File: src/logic/dmm_pkg.sv
/*
  Shared definitions for the multimeter control FPGA.
  Holds the SPI chip-select codes, register map, mode codes and the
  packed structs passed between the register bank, the acquisition
  sequencer and the top level. Modules pull it in by wildcard import.
*/

package dmm_pkg;

  //////////////////////////////////////////////////////////////////////
  // spi chip-select vector codes

  localparam logic [2:0] CS_DEASSERT = 3'd0;
  localparam logic [2:0] CS_FPGA0    = 3'd1;  // the register bank itself
  localparam logic [2:0] CS_4094     = 3'd2;
  localparam logic [2:0] CS_MDAC0    = 3'd3;
  localparam logic [2:0] CS_MDAC1    = 3'd4;

  //////////////////////////////////////////////////////////////////////
  // register map, 7 bit address from the command byte

  localparam logic [6:0] REG_STATUS       = 7'd0;  // read only
  localparam logic [6:0] REG_MODE         = 7'd1;
  localparam logic [6:0] REG_DIRECT       = 7'd2;
  localparam logic [6:0] REG_4094_OE      = 7'd3;
  localparam logic [6:0] REG_SA_PRECHARGE = 7'd4;  // clk counts
  localparam logic [6:0] REG_SA_SEQ_N     = 7'd5;
  localparam logic [6:0] REG_SA_SEQ0      = 7'd6;  // seq entries 6..9
  localparam logic [6:0] REG_SA_SEQ3      = 7'd9;
  localparam logic [6:0] REG_ADC_APERTURE = 7'd10;

  // output mode
  localparam logic [2:0] MODE_DIRECT   = 3'd0;
  localparam logic [2:0] MODE_SEQ_MOCK = 3'd6;

  localparam logic [7:0] STATUS_MAGIC = 8'b10101010;

  typedef logic [31:0] reg_word_t;

  // one sequence entry, pc code on top
  typedef struct packed {
    logic [1:0] pc;
    logic [3:0] azmux;
  } seq_entry_t;

  // board outputs, leds at the low end
  typedef struct packed {
    logic       spare;          // always zero
    logic       spi_interrupt;
    logic [3:0] azmux;
    logic [1:0] pc_sw;
    logic [7:0] monitor;
    logic [3:0] leds;
  } pin_bundle_t;

  // sequencer settings, 51 bits
  typedef struct packed {
    logic [2:0]            seq_n;
    logic [23:0]           precharge;
    seq_entry_t [3:0]      seq;
  } seq_cfg_t;

endpackage
File: src/logic/dmm_top.sv
/*
  Top level of the multimeter control FPGA.
  Connects the SPI port, register bank, acquisition sequencer and ADC
  mock, and spreads the selected pin bundle onto the board outputs.
*/

module dmm_top
  import dmm_pkg::*;
#(
  parameter int SYNC_STAGES = 2
) (
  input  logic       clk,
  input  logic       rst_n_i,
  input  logic       sa_trig_i,
  input  logic [3:0] hw_flags_i,
  // spi
  input  logic       sck_i,
  input  logic       sdi_i,
  output logic       sdo_o,
  input  logic [2:0] spi_cs_vec_i,
  output logic       spi_glb_clk_o,
  output logic       spi_glb_mosi_o,
  output logic       spi_4094_strobe_o,
  output logic       spi_cs_dac_o,
  output logic       spi_cs_iso_o,
  output logic       spi_cs_iso2_o,
  // board
  output logic       spi_4094_oe_o,
  output logic [3:0] leds_o,
  output logic [7:0] monitor_o,
  output logic [1:0] pc_sw_o,
  output logic [3:0] azmux_o,
  output logic       spi_interrupt_o
);

  logic        wr_stb;
  logic [6:0]  addr;
  reg_word_t   wdata;
  reg_word_t   rdata;
  seq_cfg_t    seq_cfg;
  reg_word_t   aperture;
  pin_bundle_t seq_pins;
  pin_bundle_t pins;
  logic [1:0]  sample_idx_last;
  logic        adc_reset_n;
  logic        meas_valid;

  spi_port #(
    .SYNC_STAGES(SYNC_STAGES)
  ) u_spi_port (
    .clk, .rst_n_i, .sck_i, .sdi_i, .spi_cs_vec_i,
    .rdata_i(rdata),
    .spi_glb_clk_o, .spi_glb_mosi_o, .spi_4094_strobe_o,
    .spi_cs_dac_o, .spi_cs_iso_o, .spi_cs_iso2_o, .sdo_o,
    .wr_stb_o(wr_stb),
    .addr_o(addr),
    .wdata_o(wdata)
  );

  reg_bank u_reg_bank (
    .clk, .rst_n_i, .hw_flags_i, .spi_4094_oe_o,
    .wr_stb_i(wr_stb),
    .addr_i(addr),
    .wdata_i(wdata),
    .sample_idx_last_i(sample_idx_last),
    .seq_pins_i(seq_pins),
    .rdata_o(rdata),
    .seq_cfg_o(seq_cfg),
    .aperture_o(aperture),
    .pins_o(pins)
  );

  acq_sequencer u_acq_sequencer (
    .clk, .rst_n_i, .sa_trig_i,
    .cfg_i(seq_cfg),
    .meas_valid_i(meas_valid),          // fan in from adc mock
    .pins_o(seq_pins),
    .adc_reset_n_o(adc_reset_n),
    .sample_idx_last_o(sample_idx_last)
  );

  adc_mock u_adc_mock (
    .clk, .rst_n_i,
    .adc_reset_n_i(adc_reset_n),
    .aperture_i(aperture),
    .meas_valid_o(meas_valid)
  );

  // bundle onto pins, spare bit goes nowhere
  assign leds_o          = pins.leds;
  assign monitor_o       = pins.monitor;
  assign pc_sw_o         = pins.pc_sw;
  assign azmux_o         = pins.azmux;
  assign spi_interrupt_o = pins.spi_interrupt;

endmodule

File: src/logic/adc_mock.sv
/*
  Stand-in for the ADC during sequencer bring-up.
  Counts clocks once released from reset and raises measure valid for a
  single cycle when the aperture count is reached, then waits for the
  next reset pulse.
*/

module adc_mock
  import dmm_pkg::*;
(
  input  logic      clk,
  input  logic      rst_n_i,
  input  logic      adc_reset_n_i,
  input  reg_word_t aperture_i,
  output logic      meas_valid_o
);

  reg_word_t cnt;
  logic      fired;   // one pulse per release

  always_ff @(posedge clk) begin
    if (!rst_n_i || !adc_reset_n_i) begin
      cnt          <= '0;
      fired        <= 1'b0;
      meas_valid_o <= 1'b0;
    end else begin
      meas_valid_o <= 1'b0;
      if (!fired) begin
        cnt <= cnt + 32'd1;
        if (cnt + 32'd1 >= aperture_i) begin   // aperture 0 acts as 1
          meas_valid_o <= 1'b1;
          fired        <= 1'b1;
        end
      end
    end
  end

endmodule

File: src/logic/acq_sequencer.sv
/*
  Sample acquisition sequencer.
  While the trigger is high it walks through up to four programmed
  entries. Each entry precharges with its azmux code for a fixed count,
  then closes its pc switch and releases the ADC until measure valid.
  Leds and monitor give the current index and phase.
*/

module acq_sequencer
  import dmm_pkg::*;
(
  input  logic        clk,
  input  logic        rst_n_i,
  input  logic        sa_trig_i,
  input  seq_cfg_t    cfg_i,
  input  logic        meas_valid_i,
  output pin_bundle_t pins_o,
  output logic        adc_reset_n_o,
  output logic [1:0]  sample_idx_last_o
);

  typedef enum logic [1:0] {
    ST_IDLE,
    ST_PRECHARGE,
    ST_SAMPLE
  } state_t;

  state_t     state;
  logic [1:0] trig_sr;     // trigger sync
  logic       trig_s;
  logic [23:0] cnt;
  logic [1:0] idx;
  logic [1:0] idx_wrap;    // last valid index
  seq_entry_t entry;

  assign trig_s = trig_sr[1];
  assign entry  = cfg_i.seq[idx];

  // len 0 runs as 1, anything past 4 runs as 4
  always_comb begin
    if (cfg_i.seq_n == 3'd0)
      idx_wrap = 2'd0;
    else if (cfg_i.seq_n > 3'd4)
      idx_wrap = 2'd3;
    else
      idx_wrap = 2'(cfg_i.seq_n - 3'd1);
  end

  //////////////////////////////////////////////////////////////////////
  // state machine

  always_ff @(posedge clk) begin
    if (!rst_n_i) begin
      trig_sr           <= '0;
      state             <= ST_IDLE;
      cnt               <= '0;
      idx               <= '0;
      sample_idx_last_o <= '0;
    end else begin
      trig_sr <= {trig_sr[0], sa_trig_i};
      if (!trig_s) begin
        state             <= ST_IDLE;   // held off
        cnt               <= '0;
        idx               <= '0;
        sample_idx_last_o <= '0;
      end else begin
        case (state)
          ST_IDLE: begin
            state <= ST_PRECHARGE;
            cnt   <= '0;
          end
          ST_PRECHARGE: begin
            if (cnt + 24'd1 >= cfg_i.precharge)
              state <= ST_SAMPLE;
            else
              cnt <= cnt + 24'd1;
          end
          ST_SAMPLE: begin
            if (meas_valid_i) begin
              sample_idx_last_o <= idx;
              idx   <= (idx == idx_wrap) ? 2'd0 : idx + 2'd1;
              cnt   <= '0;
              state <= ST_PRECHARGE;
            end
          end
          default: state <= ST_IDLE;
        endcase
      end
    end
  end

  //////////////////////////////////////////////////////////////////////
  // outputs

  always_comb begin
    pins_o        = '0;
    adc_reset_n_o = 1'b0;   // adc held in reset unless sampling
    if (state != ST_IDLE) begin
      pins_o.leds          = 4'b0001 << idx;
      pins_o.monitor       = {4'b0, meas_valid_i, state == ST_SAMPLE, idx};
      pins_o.azmux         = entry.azmux;
      pins_o.spi_interrupt = meas_valid_i;   // tells mcu a sample is ready
      if (state == ST_SAMPLE) begin
        pins_o.pc_sw  = entry.pc;
        adc_reset_n_o = 1'b1;
      end
    end
  end

endmodule

File: src/logic/reg_bank.sv
/*
  Register bank behind the SPI port.
  Stores the writable control registers on a write strobe, returns the
  addressed word combinationally for SPI read-back, builds the status
  word, and picks what drives the board pins according to the mode.
*/

module reg_bank
  import dmm_pkg::*;
(
  input  logic        clk,
  input  logic        rst_n_i,
  input  logic        wr_stb_i,
  input  logic [6:0]  addr_i,
  input  reg_word_t   wdata_i,
  input  logic [3:0]  hw_flags_i,
  input  logic [1:0]  sample_idx_last_i,
  input  pin_bundle_t seq_pins_i,
  output reg_word_t   rdata_o,
  output logic        spi_4094_oe_o,
  output seq_cfg_t    seq_cfg_o,
  output reg_word_t   aperture_o,
  output pin_bundle_t pins_o
);

  reg_word_t       mode_q;
  reg_word_t       direct_q;
  reg_word_t       oe_q;
  reg_word_t       precharge_q;
  reg_word_t       seq_n_q;
  reg_word_t [3:0] seq_q;
  reg_word_t       aperture_q;
  reg_word_t       status;
  logic [6:0]      seq_off;    // entry offset from REG_SA_SEQ0

  assign seq_off = addr_i - REG_SA_SEQ0;

  //////////////////////////////////////////////////////////////////////
  // writes

  always_ff @(posedge clk) begin
    if (!rst_n_i) begin
      mode_q      <= '0;
      direct_q    <= '0;
      oe_q        <= '0;   // 4094 outputs off at power up
      precharge_q <= '0;
      seq_n_q     <= '0;
      seq_q       <= '0;
      aperture_q  <= '0;
    end else if (wr_stb_i) begin
      case (addr_i)
        REG_MODE:         mode_q      <= wdata_i;
        REG_DIRECT:       direct_q    <= wdata_i;
        REG_4094_OE:      oe_q        <= wdata_i;
        REG_SA_PRECHARGE: precharge_q <= wdata_i;
        REG_SA_SEQ_N:     seq_n_q     <= wdata_i;
        REG_ADC_APERTURE: aperture_q  <= wdata_i;
        default: begin
          if (addr_i >= REG_SA_SEQ0 && addr_i <= REG_SA_SEQ3)
            seq_q[seq_off[1:0]] <= wdata_i;
        end
      endcase
    end
  end

  // status: seq_n 22:20, last idx 17:16, flags 11:8, magic 7:0
  assign status = {9'b0, seq_n_q[2:0], 2'b0, sample_idx_last_i,
                   4'b0, hw_flags_i, STATUS_MAGIC};

  //////////////////////////////////////////////////////////////////////
  // read-back

  always_comb begin
    case (addr_i)
      REG_STATUS:       rdata_o = status;
      REG_MODE:         rdata_o = mode_q;
      REG_DIRECT:       rdata_o = direct_q;
      REG_4094_OE:      rdata_o = oe_q;
      REG_SA_PRECHARGE: rdata_o = precharge_q;
      REG_SA_SEQ_N:     rdata_o = seq_n_q;
      REG_ADC_APERTURE: rdata_o = aperture_q;
      default: begin
        if (addr_i >= REG_SA_SEQ0 && addr_i <= REG_SA_SEQ3)
          rdata_o = seq_q[seq_off[1:0]];
        else
          rdata_o = '0;    // unmapped
      end
    endcase
  end

  // sequencer config, only the low bits of each reg matter
  assign seq_cfg_o.seq_n     = seq_n_q[2:0];
  assign seq_cfg_o.precharge = precharge_q[23:0];
  assign seq_cfg_o.seq[0]    = seq_q[0][5:0];
  assign seq_cfg_o.seq[1]    = seq_q[1][5:0];
  assign seq_cfg_o.seq[2]    = seq_q[2][5:0];
  assign seq_cfg_o.seq[3]    = seq_q[3][5:0];

  assign aperture_o    = aperture_q;
  assign spi_4094_oe_o = oe_q[0];

  //////////////////////////////////////////////////////////////////////
  // pin source by mode

  always_comb begin
    case (mode_q[2:0])
      MODE_DIRECT:   pins_o = pin_bundle_t'(direct_q[19:0]);
      MODE_SEQ_MOCK: pins_o = seq_pins_i;
      default:       pins_o = '0;
    endcase
    pins_o.spare = 1'b0;   // never driven out
  end

endmodule

File: src/logic/spi_port.sv
/*
  SPI side of the control FPGA.
  Decodes the chip-select vector onto the device selects and parks the
  shared clock/mosi lines while the FPGA is addressed. For FPGA frames
  it oversamples sck/sdi on clk, collects an 8 bit command and 32 data
  bits, and shifts the addressed register out on sdo (mode 0, msb first).
*/

module spi_port
  import dmm_pkg::*;
#(
  parameter int SYNC_STAGES = 2
) (
  input  logic       clk,
  input  logic       rst_n_i,
  input  logic       sck_i,
  input  logic       sdi_i,
  input  logic [2:0] spi_cs_vec_i,
  input  reg_word_t  rdata_i,
  output logic       spi_glb_clk_o,
  output logic       spi_glb_mosi_o,
  output logic       spi_4094_strobe_o,
  output logic       spi_cs_dac_o,
  output logic       spi_cs_iso_o,
  output logic       spi_cs_iso2_o,
  output logic       sdo_o,
  output logic       wr_stb_o,
  output logic [6:0] addr_o,
  output reg_word_t  wdata_o
);

  logic                   cs_fpga;
  logic [SYNC_STAGES-1:0] sck_sr;
  logic [SYNC_STAGES-1:0] sdi_sr;
  logic [SYNC_STAGES-1:0] cs_sr;
  logic                   sck_q;     // last synced sck, for edges
  logic                   sdi_s;
  logic                   cs_s;
  logic                   sck_rise;
  logic                   sck_fall;
  logic [5:0]             bit_cnt;   // 0..40
  logic [7:0]             cmd_q;
  logic                   load_pend;
  reg_word_t              rx_q;
  reg_word_t              tx_q;

  //////////////////////////////////////////////////////////////////////
  // chip-select decode, all combinational

  assign cs_fpga           = (spi_cs_vec_i == CS_FPGA0);
  assign spi_glb_clk_o     = cs_fpga ? 1'b1 : sck_i;   // park hi
  assign spi_glb_mosi_o    = cs_fpga ? 1'b1 : sdi_i;   // park hi
  assign spi_4094_strobe_o = (spi_cs_vec_i == CS_4094); // active hi
  assign spi_cs_dac_o      = (spi_cs_vec_i != CS_MDAC0); // active lo
  assign spi_cs_iso_o      = (spi_cs_vec_i != CS_MDAC1); // active lo
  assign spi_cs_iso2_o     = 1'b1;                     // unused device

  //////////////////////////////////////////////////////////////////////
  // synchronizers

  always_ff @(posedge clk) begin
    if (!rst_n_i) begin
      sck_sr <= '0;
      sdi_sr <= '0;
      cs_sr  <= '0;
      sck_q  <= 1'b0;
    end else begin
      sck_sr <= {sck_sr[SYNC_STAGES-2:0], sck_i};
      sdi_sr <= {sdi_sr[SYNC_STAGES-2:0], sdi_i};
      cs_sr  <= {cs_sr[SYNC_STAGES-2:0], cs_fpga};
      sck_q  <= sck_sr[SYNC_STAGES-1];
    end
  end

  assign sdi_s    = sdi_sr[SYNC_STAGES-1];
  assign cs_s     = cs_sr[SYNC_STAGES-1];
  assign sck_rise = cs_s & sck_sr[SYNC_STAGES-1] & ~sck_q;
  assign sck_fall = cs_s & ~sck_sr[SYNC_STAGES-1] & sck_q;

  //////////////////////////////////////////////////////////////////////
  // framing

  always_ff @(posedge clk) begin
    if (!rst_n_i) begin
      bit_cnt   <= '0;
      cmd_q     <= '0;
      load_pend <= 1'b0;
      tx_q      <= '0;
      wr_stb_o  <= 1'b0;
    end else begin
      wr_stb_o  <= 1'b0;
      load_pend <= 1'b0;
      if (!cs_s) begin
        bit_cnt <= '0;   // frame over or aborted
        tx_q    <= '0;
      end else begin
        if (sck_rise && bit_cnt != 6'd40) begin
          bit_cnt <= bit_cnt + 6'd1;
          if (bit_cnt == 6'd7) begin
            cmd_q     <= {rx_q[6:0], sdi_s};
            load_pend <= 1'b1;     // addr valid next cycle
          end
          if (bit_cnt == 6'd39)
            wr_stb_o <= cmd_q[7];  // write flag
        end
        // load read word, then one bit per falling edge of the data phase
        if (load_pend)
          tx_q <= rdata_i;
        else if (sck_fall && bit_cnt > 6'd8 && bit_cnt < 6'd40)
          tx_q <= {tx_q[30:0], 1'b0};
      end
    end
  end

  // receive shifter and write data
  always_ff @(posedge clk) begin
    if (sck_rise)
      rx_q <= {rx_q[30:0], sdi_s};
    if (sck_rise && bit_cnt == 6'd39)
      wdata_o <= {rx_q[30:0], sdi_s};
  end

  assign addr_o = cmd_q[6:0];
  assign sdo_o  = tx_q[31];

endmodule

File: config.mk
export PLATFORM = sky130hd
export DESIGN_NAME = dmm_top
export DESIGN_NICKNAME = d
export VERILOG_FILES = /design/src/logic/dmm_pkg.sv /design/src/logic/dmm_top.sv /design/src/logic/adc_mock.sv /design/src/logic/acq_sequencer.sv /design/src/logic/reg_bank.sv /design/src/logic/spi_port.sv
export SDC_FILE = /design/constraint.sdc
export NUM_CORES = 1
export LEC_CHECK = 0
export BUFFER_PORTS_ARGS = -buffer_cell sky130_fd_sc_hd__buf_2
export CAP_MARGIN = 20
export CELL_PAD_IN_SITES_DETAIL_PLACEMENT = 1
export CELL_PAD_IN_SITES_GLOBAL_PLACEMENT = 1
export CORE_MARGIN = 3
export CORE_UTILIZATION = 30
export CTS_CLUSTER_DIAMETER = 120
export CTS_CLUSTER_SIZE = 8
export DETAILED_ROUTE_END_ITERATION = 7
export HOLD_SLACK_MARGIN = 0.02
export PLACE_DENSITY = 0.5
export SKIP_LAST_GASP = 1
export SYNTH_ARGS = -nofsm -noshare
export SYNTH_HDL_FRONTEND = slang
export SYNTH_HIERARCHICAL = 1
export SYNTH_SLANG_ARGS = --single-unit
export TNS_END_PERCENT = 1
File: constraint.sdc
create_clock -name clk -period 5.3 [get_ports clk]
set_input_delay 1.06 -clock clk [delete_from_list [all_inputs] [get_ports clk]]
set_output_delay 1.06 -clock clk [all_outputs]
set_load 0.05 [all_outputs]
==> flow_summary.json, run 1 <==
{
  "status": "complete, no violations",
  "cts-root-buf": "clkbuf_16",
  "gp_congestion": 0.807,
  "holdBufCountCts": 0,
  "maxCapViolCount": 0,
  "insertion_delay_ns": 0.62,
  "switching_share_pct": 22.2,
  "grt_pass1_vias": 21196,
  "drive_gt1_share_pct": 10.9,
  "io_pins": 39,
  "nNetsFinal": 2800,
  "area_delta_synth_final_pct": 9.67,
  "die_height_um": 297,
  "finalMaxSlewViolations": 0,
  "hp-class": "reg -> reg",
  "finalSetupTns_ns": 0,
  "power_frac_comb_pct": 1.4,
  "viasPerCell": 5.31,
  "cts_tree": "built",
  "fin_hold_ws_ns": 0.440,
  "switchingPower_mw": 1.84,
  "cp_max_fo": 18,
  "die-area_um2": 88100,
  "grt_setup_unrepaired": "false",
  "p_int_mw": 6.45,
  "finalPower_mw": 8.29,
  "io_buffers": 37,
  "crit_required_ns": 5.85,
  "grt_pass1_wl_um": 141000,
  "hold_viol": 0,
  "num_rows": 106,
  "drt_iter0_markers": 1220,
  "dp_hpwl_um": 65000,
  "setup_viol": 0,
  "cts_buffer_depth": 3,
  "tightest_slew_ns": 1.15,
  "cts_resized": 0,
  "synth_cells": 2858,
  "grt_max_degree": 160,
  "grt_antenna_before_repair": 1,
  "cts-htree-levels": 3,
  "finClkSkew_ns": 0.0277,
  "numCtsBuffers": 72,
  "synth_area_um2": 25400,
  "post_cts_buffers": 0,
  "pwr-share-seq_pct": 46.7,
  "synth_warnings": 6,
  "fmax_ghz": 0.234,
  "power_frac_clock_pct": 51.9,
  "fin_crit_ns": 4.27,
  "start_kind": "register",
  "core_region_area_um2": 83700,
  "vias": 20654,
  "power.density_nw_per_um2": 298,
  "clock-sinks": 504,
  "dr.pass1.iters": 7,
  "ant_nets": 0,
  "dp.cells": 3782,
  "vdd_drop_max_mv": 0.211,
  "slew_headroom_pct": 23.1,
  "detail_route.wl_per_cell_um": 24.6,
  "p_leak_nw": 9.34,
  "arrival_ns": 4.81,
  "route.detailed.drc": 0,
  "cts.clk_slew.worst_paths_ns": 0.06,
  "layoutNonFillerInstCount": 3886,
  "period_share_pct": 80.5,
  "start_util_pct": 30.3,
  "fp.dieW_um": 297,
  "grt-ovfl-total": 0,
  "syn_avg_cell_area_um2": 8.88,
  "worst_setup_path_end_kind": "register",
  "crit_type": "reg -> reg",
  "wl_um": 95600,
  "grt_use_total_pct": 21.2
}
## worst paths after layout
path,from,slack (ns),cells after the start,end
worst max-delay path,u_acq_sequencer/cnt[0],1.03,12,u_acq_sequencer/cnt[21]
worst min-delay path,u_spi_port/rx_q[30],0.44,0,u_spi_port/wdata_o[31]
worst max register to register,u_acq_sequencer/cnt[0],1.03,12,u_acq_sequencer/cnt[21]
worst min register to register,u_spi_port/rx_q[30],0.44,0,u_spi_port/wdata_o[31]
## placed cells by master, fill, tap and decap left out, types with 36 or more instances in the layout
cell and n:
edfxtp_1 63, ha_1 65, a21boi_1 127, mux4_2 41, a21oi_1 43, a21boi_0 131, dfxtp_1 438, o211ai_1 40
buf_4 47, buf_2 36, nand2_1 703, inv_1 71, mux2i_1 41, a22o_1 36, nor2_1 82, o21ai_0 90
xnor2_1 41, clkbuf_16 75, nand3_1 115
## metal layers
layer  up-vias  global-route usage (%)  share of wire, %
met5         -                       0                 0
met4         0                    6.53               2.8
met3       131                    2.49               3.6
met2       378                    35.9                48
met1     10570                    28.1                46
li1       9575                       -                 -
## state kept, by name, indices dropped and copies added, names as in the netlist, 6 cells and up
| signal | flops |
|---|---|
| u_spi_port/wdata_o | 32 |
| u_reg_bank/seq_q | 104 |
| u_reg_bank/aperture_o | 32 |
| u_reg_bank/seq_cfg_o | 24 |
| u_acq_sequencer/cnt | 24 |
| u_spi_port/cmd_q | 8 |
| u_reg_bank/seq_n_q | 32 |
| u_spi_port/tx_q | 32 |
| u_reg_bank/mode_q | 32 |
| u_spi_port/rx_q | 31 |
| u_reg_bank/oe_q | 32 |
| u_reg_bank/precharge_q | 32 |
| u_spi_port/bit_cnt | 6 |
| u_reg_bank/direct_q | 32 |
| u_adc_mock/cnt | 32 |
## layout make-up
class                           count  area [um^2]
Clock inverter                      3         26.3
Timing Repair Buffer               87          608
Tap cell                         1134         1420
Multi-Input combinational cell   1987        12800
Inverter                           71          267
Clock buffer                       98         1960
Antenna cell                        2         5.00
Fill cell                        9593        55900
Sequential cell                   504        10700
## power groups by stage
stage | Combinational, mW | Clock, mW | Sequential, mW
after floorplan | 0.0822 | 0 | 3.94
after global placement | 0.115 | 0 | 3.94
after detailed placement | 0.117 | 0 | 3.94
after CTS | 0.117 | 4.45 | 3.86
after global routing | 0.124 | 4.59 | 3.86
final | 0.115 | 4.30 | 3.87
## worst max-delay path: stages, from the launching register on
cell and delay [ns]:
dfxtp_1 0.41, ha_1 0.28, nand2_1 0.11, or3_1 0.38
or3_1 0.52, xnor2_1 0.19, ha_1 0.28, and2_1 0.14
and3_1 0.19, nand2_1 0.10, a2111o_1 0.45, a311oi_4 0.84
a221o_1 0.29
## through the flow
step                util, %  setup slack [ns]  area (um^2)
global placement       30.8              1.14        25800
global route           33.3             0.744        27800
finish                 33.3              1.03        27800
detailed placement     30.9              1.04        25800
floorplan                 -              1.81        25400
CTS                    33.2              1.00        27800
(Power assumes the default switching activity.)
==> inputs of run 2 (changes only) <==
Settings changed: PLACE_DENSITY 0.5 to 0.52.
Clock period 5.3 ns to 3.8 ns, I/O delays scaled along.
==> flow_summary.json, run 2 (synthesis gave the netlist of run 1 again) <==
{
  "status": "complete, no violations",
  "maxCapViolCount": 0,
  "placed_area_um2": 26200,
  "grt_setup_unrepaired": "true",
  "vdd_drop_max_mv": 0.268,
  "fin_area_um2": 28300,
  "numCtsBuffers": 72,
  "nNetsFinal": 2844,
  "mostFrequentLayoutCells": "nand2_1, dfxtp_1, a21boi_0",
  "critPathBufInv": 2,
  "ant_nets": 0,
  "area_delta_synth_final_pct": 11.4,
  "fin_crit_ns": 3.66,
  "cts-htree-levels": 3,
  "hp-class": "in -> reg",
  "drive_gt1_share_pct": 12.4,
  "cts_tree": "built",
  "mostFrequentLayoutCell": "nand2_1",
  "slew_headroom_pct": 23.5,
  "start_util_pct": 30.3,
  "grt_use_total_pct": 21.0,
  "largest_register": "u_reg_bank/seq_q",
  "largest_reg_flops": 104,
  "grt_pass1_wl_um": 141000,
  "grt_antenna_before_repair": 1,
  "fin_ws_ns": 0.144,
  "fmax_ghz": 0.274,
  "power.density_nw_per_um2": 409,
  "cts.clk_slew.worst_paths_ns": 0.05,
  "worst_setup_path_end_kind": "register",
  "dr.pass1.iters": 7,
  "holdBufCountCts": 0,
  "cts_buffer_depth": 3,
  "grt_max_degree": 154,
  "timing.rr.start": "u_acq_sequencer/cnt[0]",
  "grt-ovfl-total": 0,
  "crit_required_ns": 4.35,
  "cp_max_fo": 10,
  "fin_hold_ws_ns": 0.356,
  "start_kind": "register",
  "r2r_slack_ns": 0.14,
  "clock-sinks": 504,
  "hp-start": "sa_trig_i",
  "crit_type": "reg -> reg",
  "die_height_um": 297,
  "arrival_ns": 4.21,
  "fillers": 9619,
  "viasPerCell": 5.30,
  "reg2reg_depth": 14,
  "dp_slack_ns": -0.418,
  "fp.dieW_um": 297,
  "finalSetupTns_ns": 0,
  "critPathSlowestCell": "a2111o_1",
  "worstReg2RegEnd": "u_acq_sequencer/cnt[18]",
  "path_cells": "ha_1 > nand2_1 > or3_1 > or3_4 > xnor2_1 > ha_1 > and2_1 > and3_1 > buf_4 > nand2_1 > a2111o_1 > a311oi_4 > buf_6 > a221o_1",
  "core_region_area_um2": 83700,
  "route.detailed.drc": 0,
  "drt_iter0_markers": 1388,
  "crit_path_max_incr_delay_ns": 0.46,
  "period_share_pct": 96.2,
  "cts-root-buf": "clkbuf_16",
  "p_leak_nw": 9.60,
  "vias": 20839,
  "setup_viol": 0,
  "tightest_slew_ns": 1.14,
  "io_buffers": 37,
  "hold_depth": 2,
  "holdPathEnd": "u_acq_sequencer/trig_sr[0]",
  "insertion_delay_ns": 0.62,
  "num_rows": 106,
  "gp_congestion": 0.829,
  "finClkSkew_ns": 0.0226,
  "crit_family": "simple AND/OR/NAND/NOR gates",
  "dp_hpwl_um": 65100,
  "io_pins": 39,
  "finalMaxSlewViolations": 0,
  "die-area_um2": 88100,
  "hold_viol": 0,
  "detail_route.wl_per_cell_um": 24.1,
  "wl_um": 94600,
  "grt_pass1_vias": 21435
}
run 2: changes by cell type in the layout (fill, tap and decap cells not counted), sizes merged:
cell,delta
buf,+44
inv,+3
clkbuf,-2
run 2: area by class of cell:
| cell class | instances | area [um^2] | area share [%] |
|---|---|---|---|
| clock buffer | 96 | 1910 | 6.77 |
| multi-input combinational | 1987 | 12800 | 45.4 |
| tap | 1134 | 1420 | 5.02 |
| timing repair buffer | 131 | 1010 | 3.58 |
| antenna | 2 | 5.00 | 0.0177 |
| inverter | 71 | 267 | 0.943 |
| sequential | 504 | 10700 | 38.0 |
| clock inverter | 6 | 75.1 | 0.266 |
run 2: power by group:
part / switching (mW) / leakage (nW) / internal (mW)
Combinational: 0.102 / 4.51 / 0.0599
Sequential: 0.00434 / 4.12 / 5.39
Clock: 2.50 / 0.964 / 3.49
Total: 2.61 / 9.60 / 8.94
run 2: how the worst max path moves through the flow:
stage	slack [ns]	to	start	cells past startpoint
global route	-0.03	u_acq_sequencer/cnt[18]	u_acq_sequencer/cnt[0]	15
global placement	-0.35	u_acq_sequencer/cnt[0]	u_acq_sequencer/cnt[5]	11
floorplan	0.31	u_acq_sequencer/cnt[0]	u_acq_sequencer/cnt[0]	14
finish	0.14	u_acq_sequencer/cnt[18]	u_acq_sequencer/cnt[0]	14
CTS	0.003	u_acq_sequencer/cnt[19]	u_acq_sequencer/cnt[5]	12
detailed placement	-0.42	u_acq_sequencer/cnt[0]	u_acq_sequencer/cnt[5]	12
run 2: timing repair:
item                                    in CTS  in global routing
hold endpoints to repair                     0                  0
pin swaps                                    2                  1
endpoints found under the setup margin      18                 19
setup buffers                                2                  1
gates resized for setup                      3                  6
run 2: per-stage QoR:
stage | power (mW) | utilization [%] | cells
final | 11.5 | 33.8 | 3931
after global routing | 11.9 | 33.8 | 3929
after CTS | 11.7 | 33.7 | 3928
after detailed placement | 5.66 | 31.3 | 3824
after global placement | 5.66 | 31.3 | 3823
after floorplan | 5.62 | - | 2861
run 2: per-layer routing:
layer	up-vias	GRT usage, %	part of all wire, %
li1	9654	-	-
met1	10620	27.5	45
met2	434	35.8	48
met3	131	2.49	3.7
met4	0	7.12	3.3
met5	-	0	0
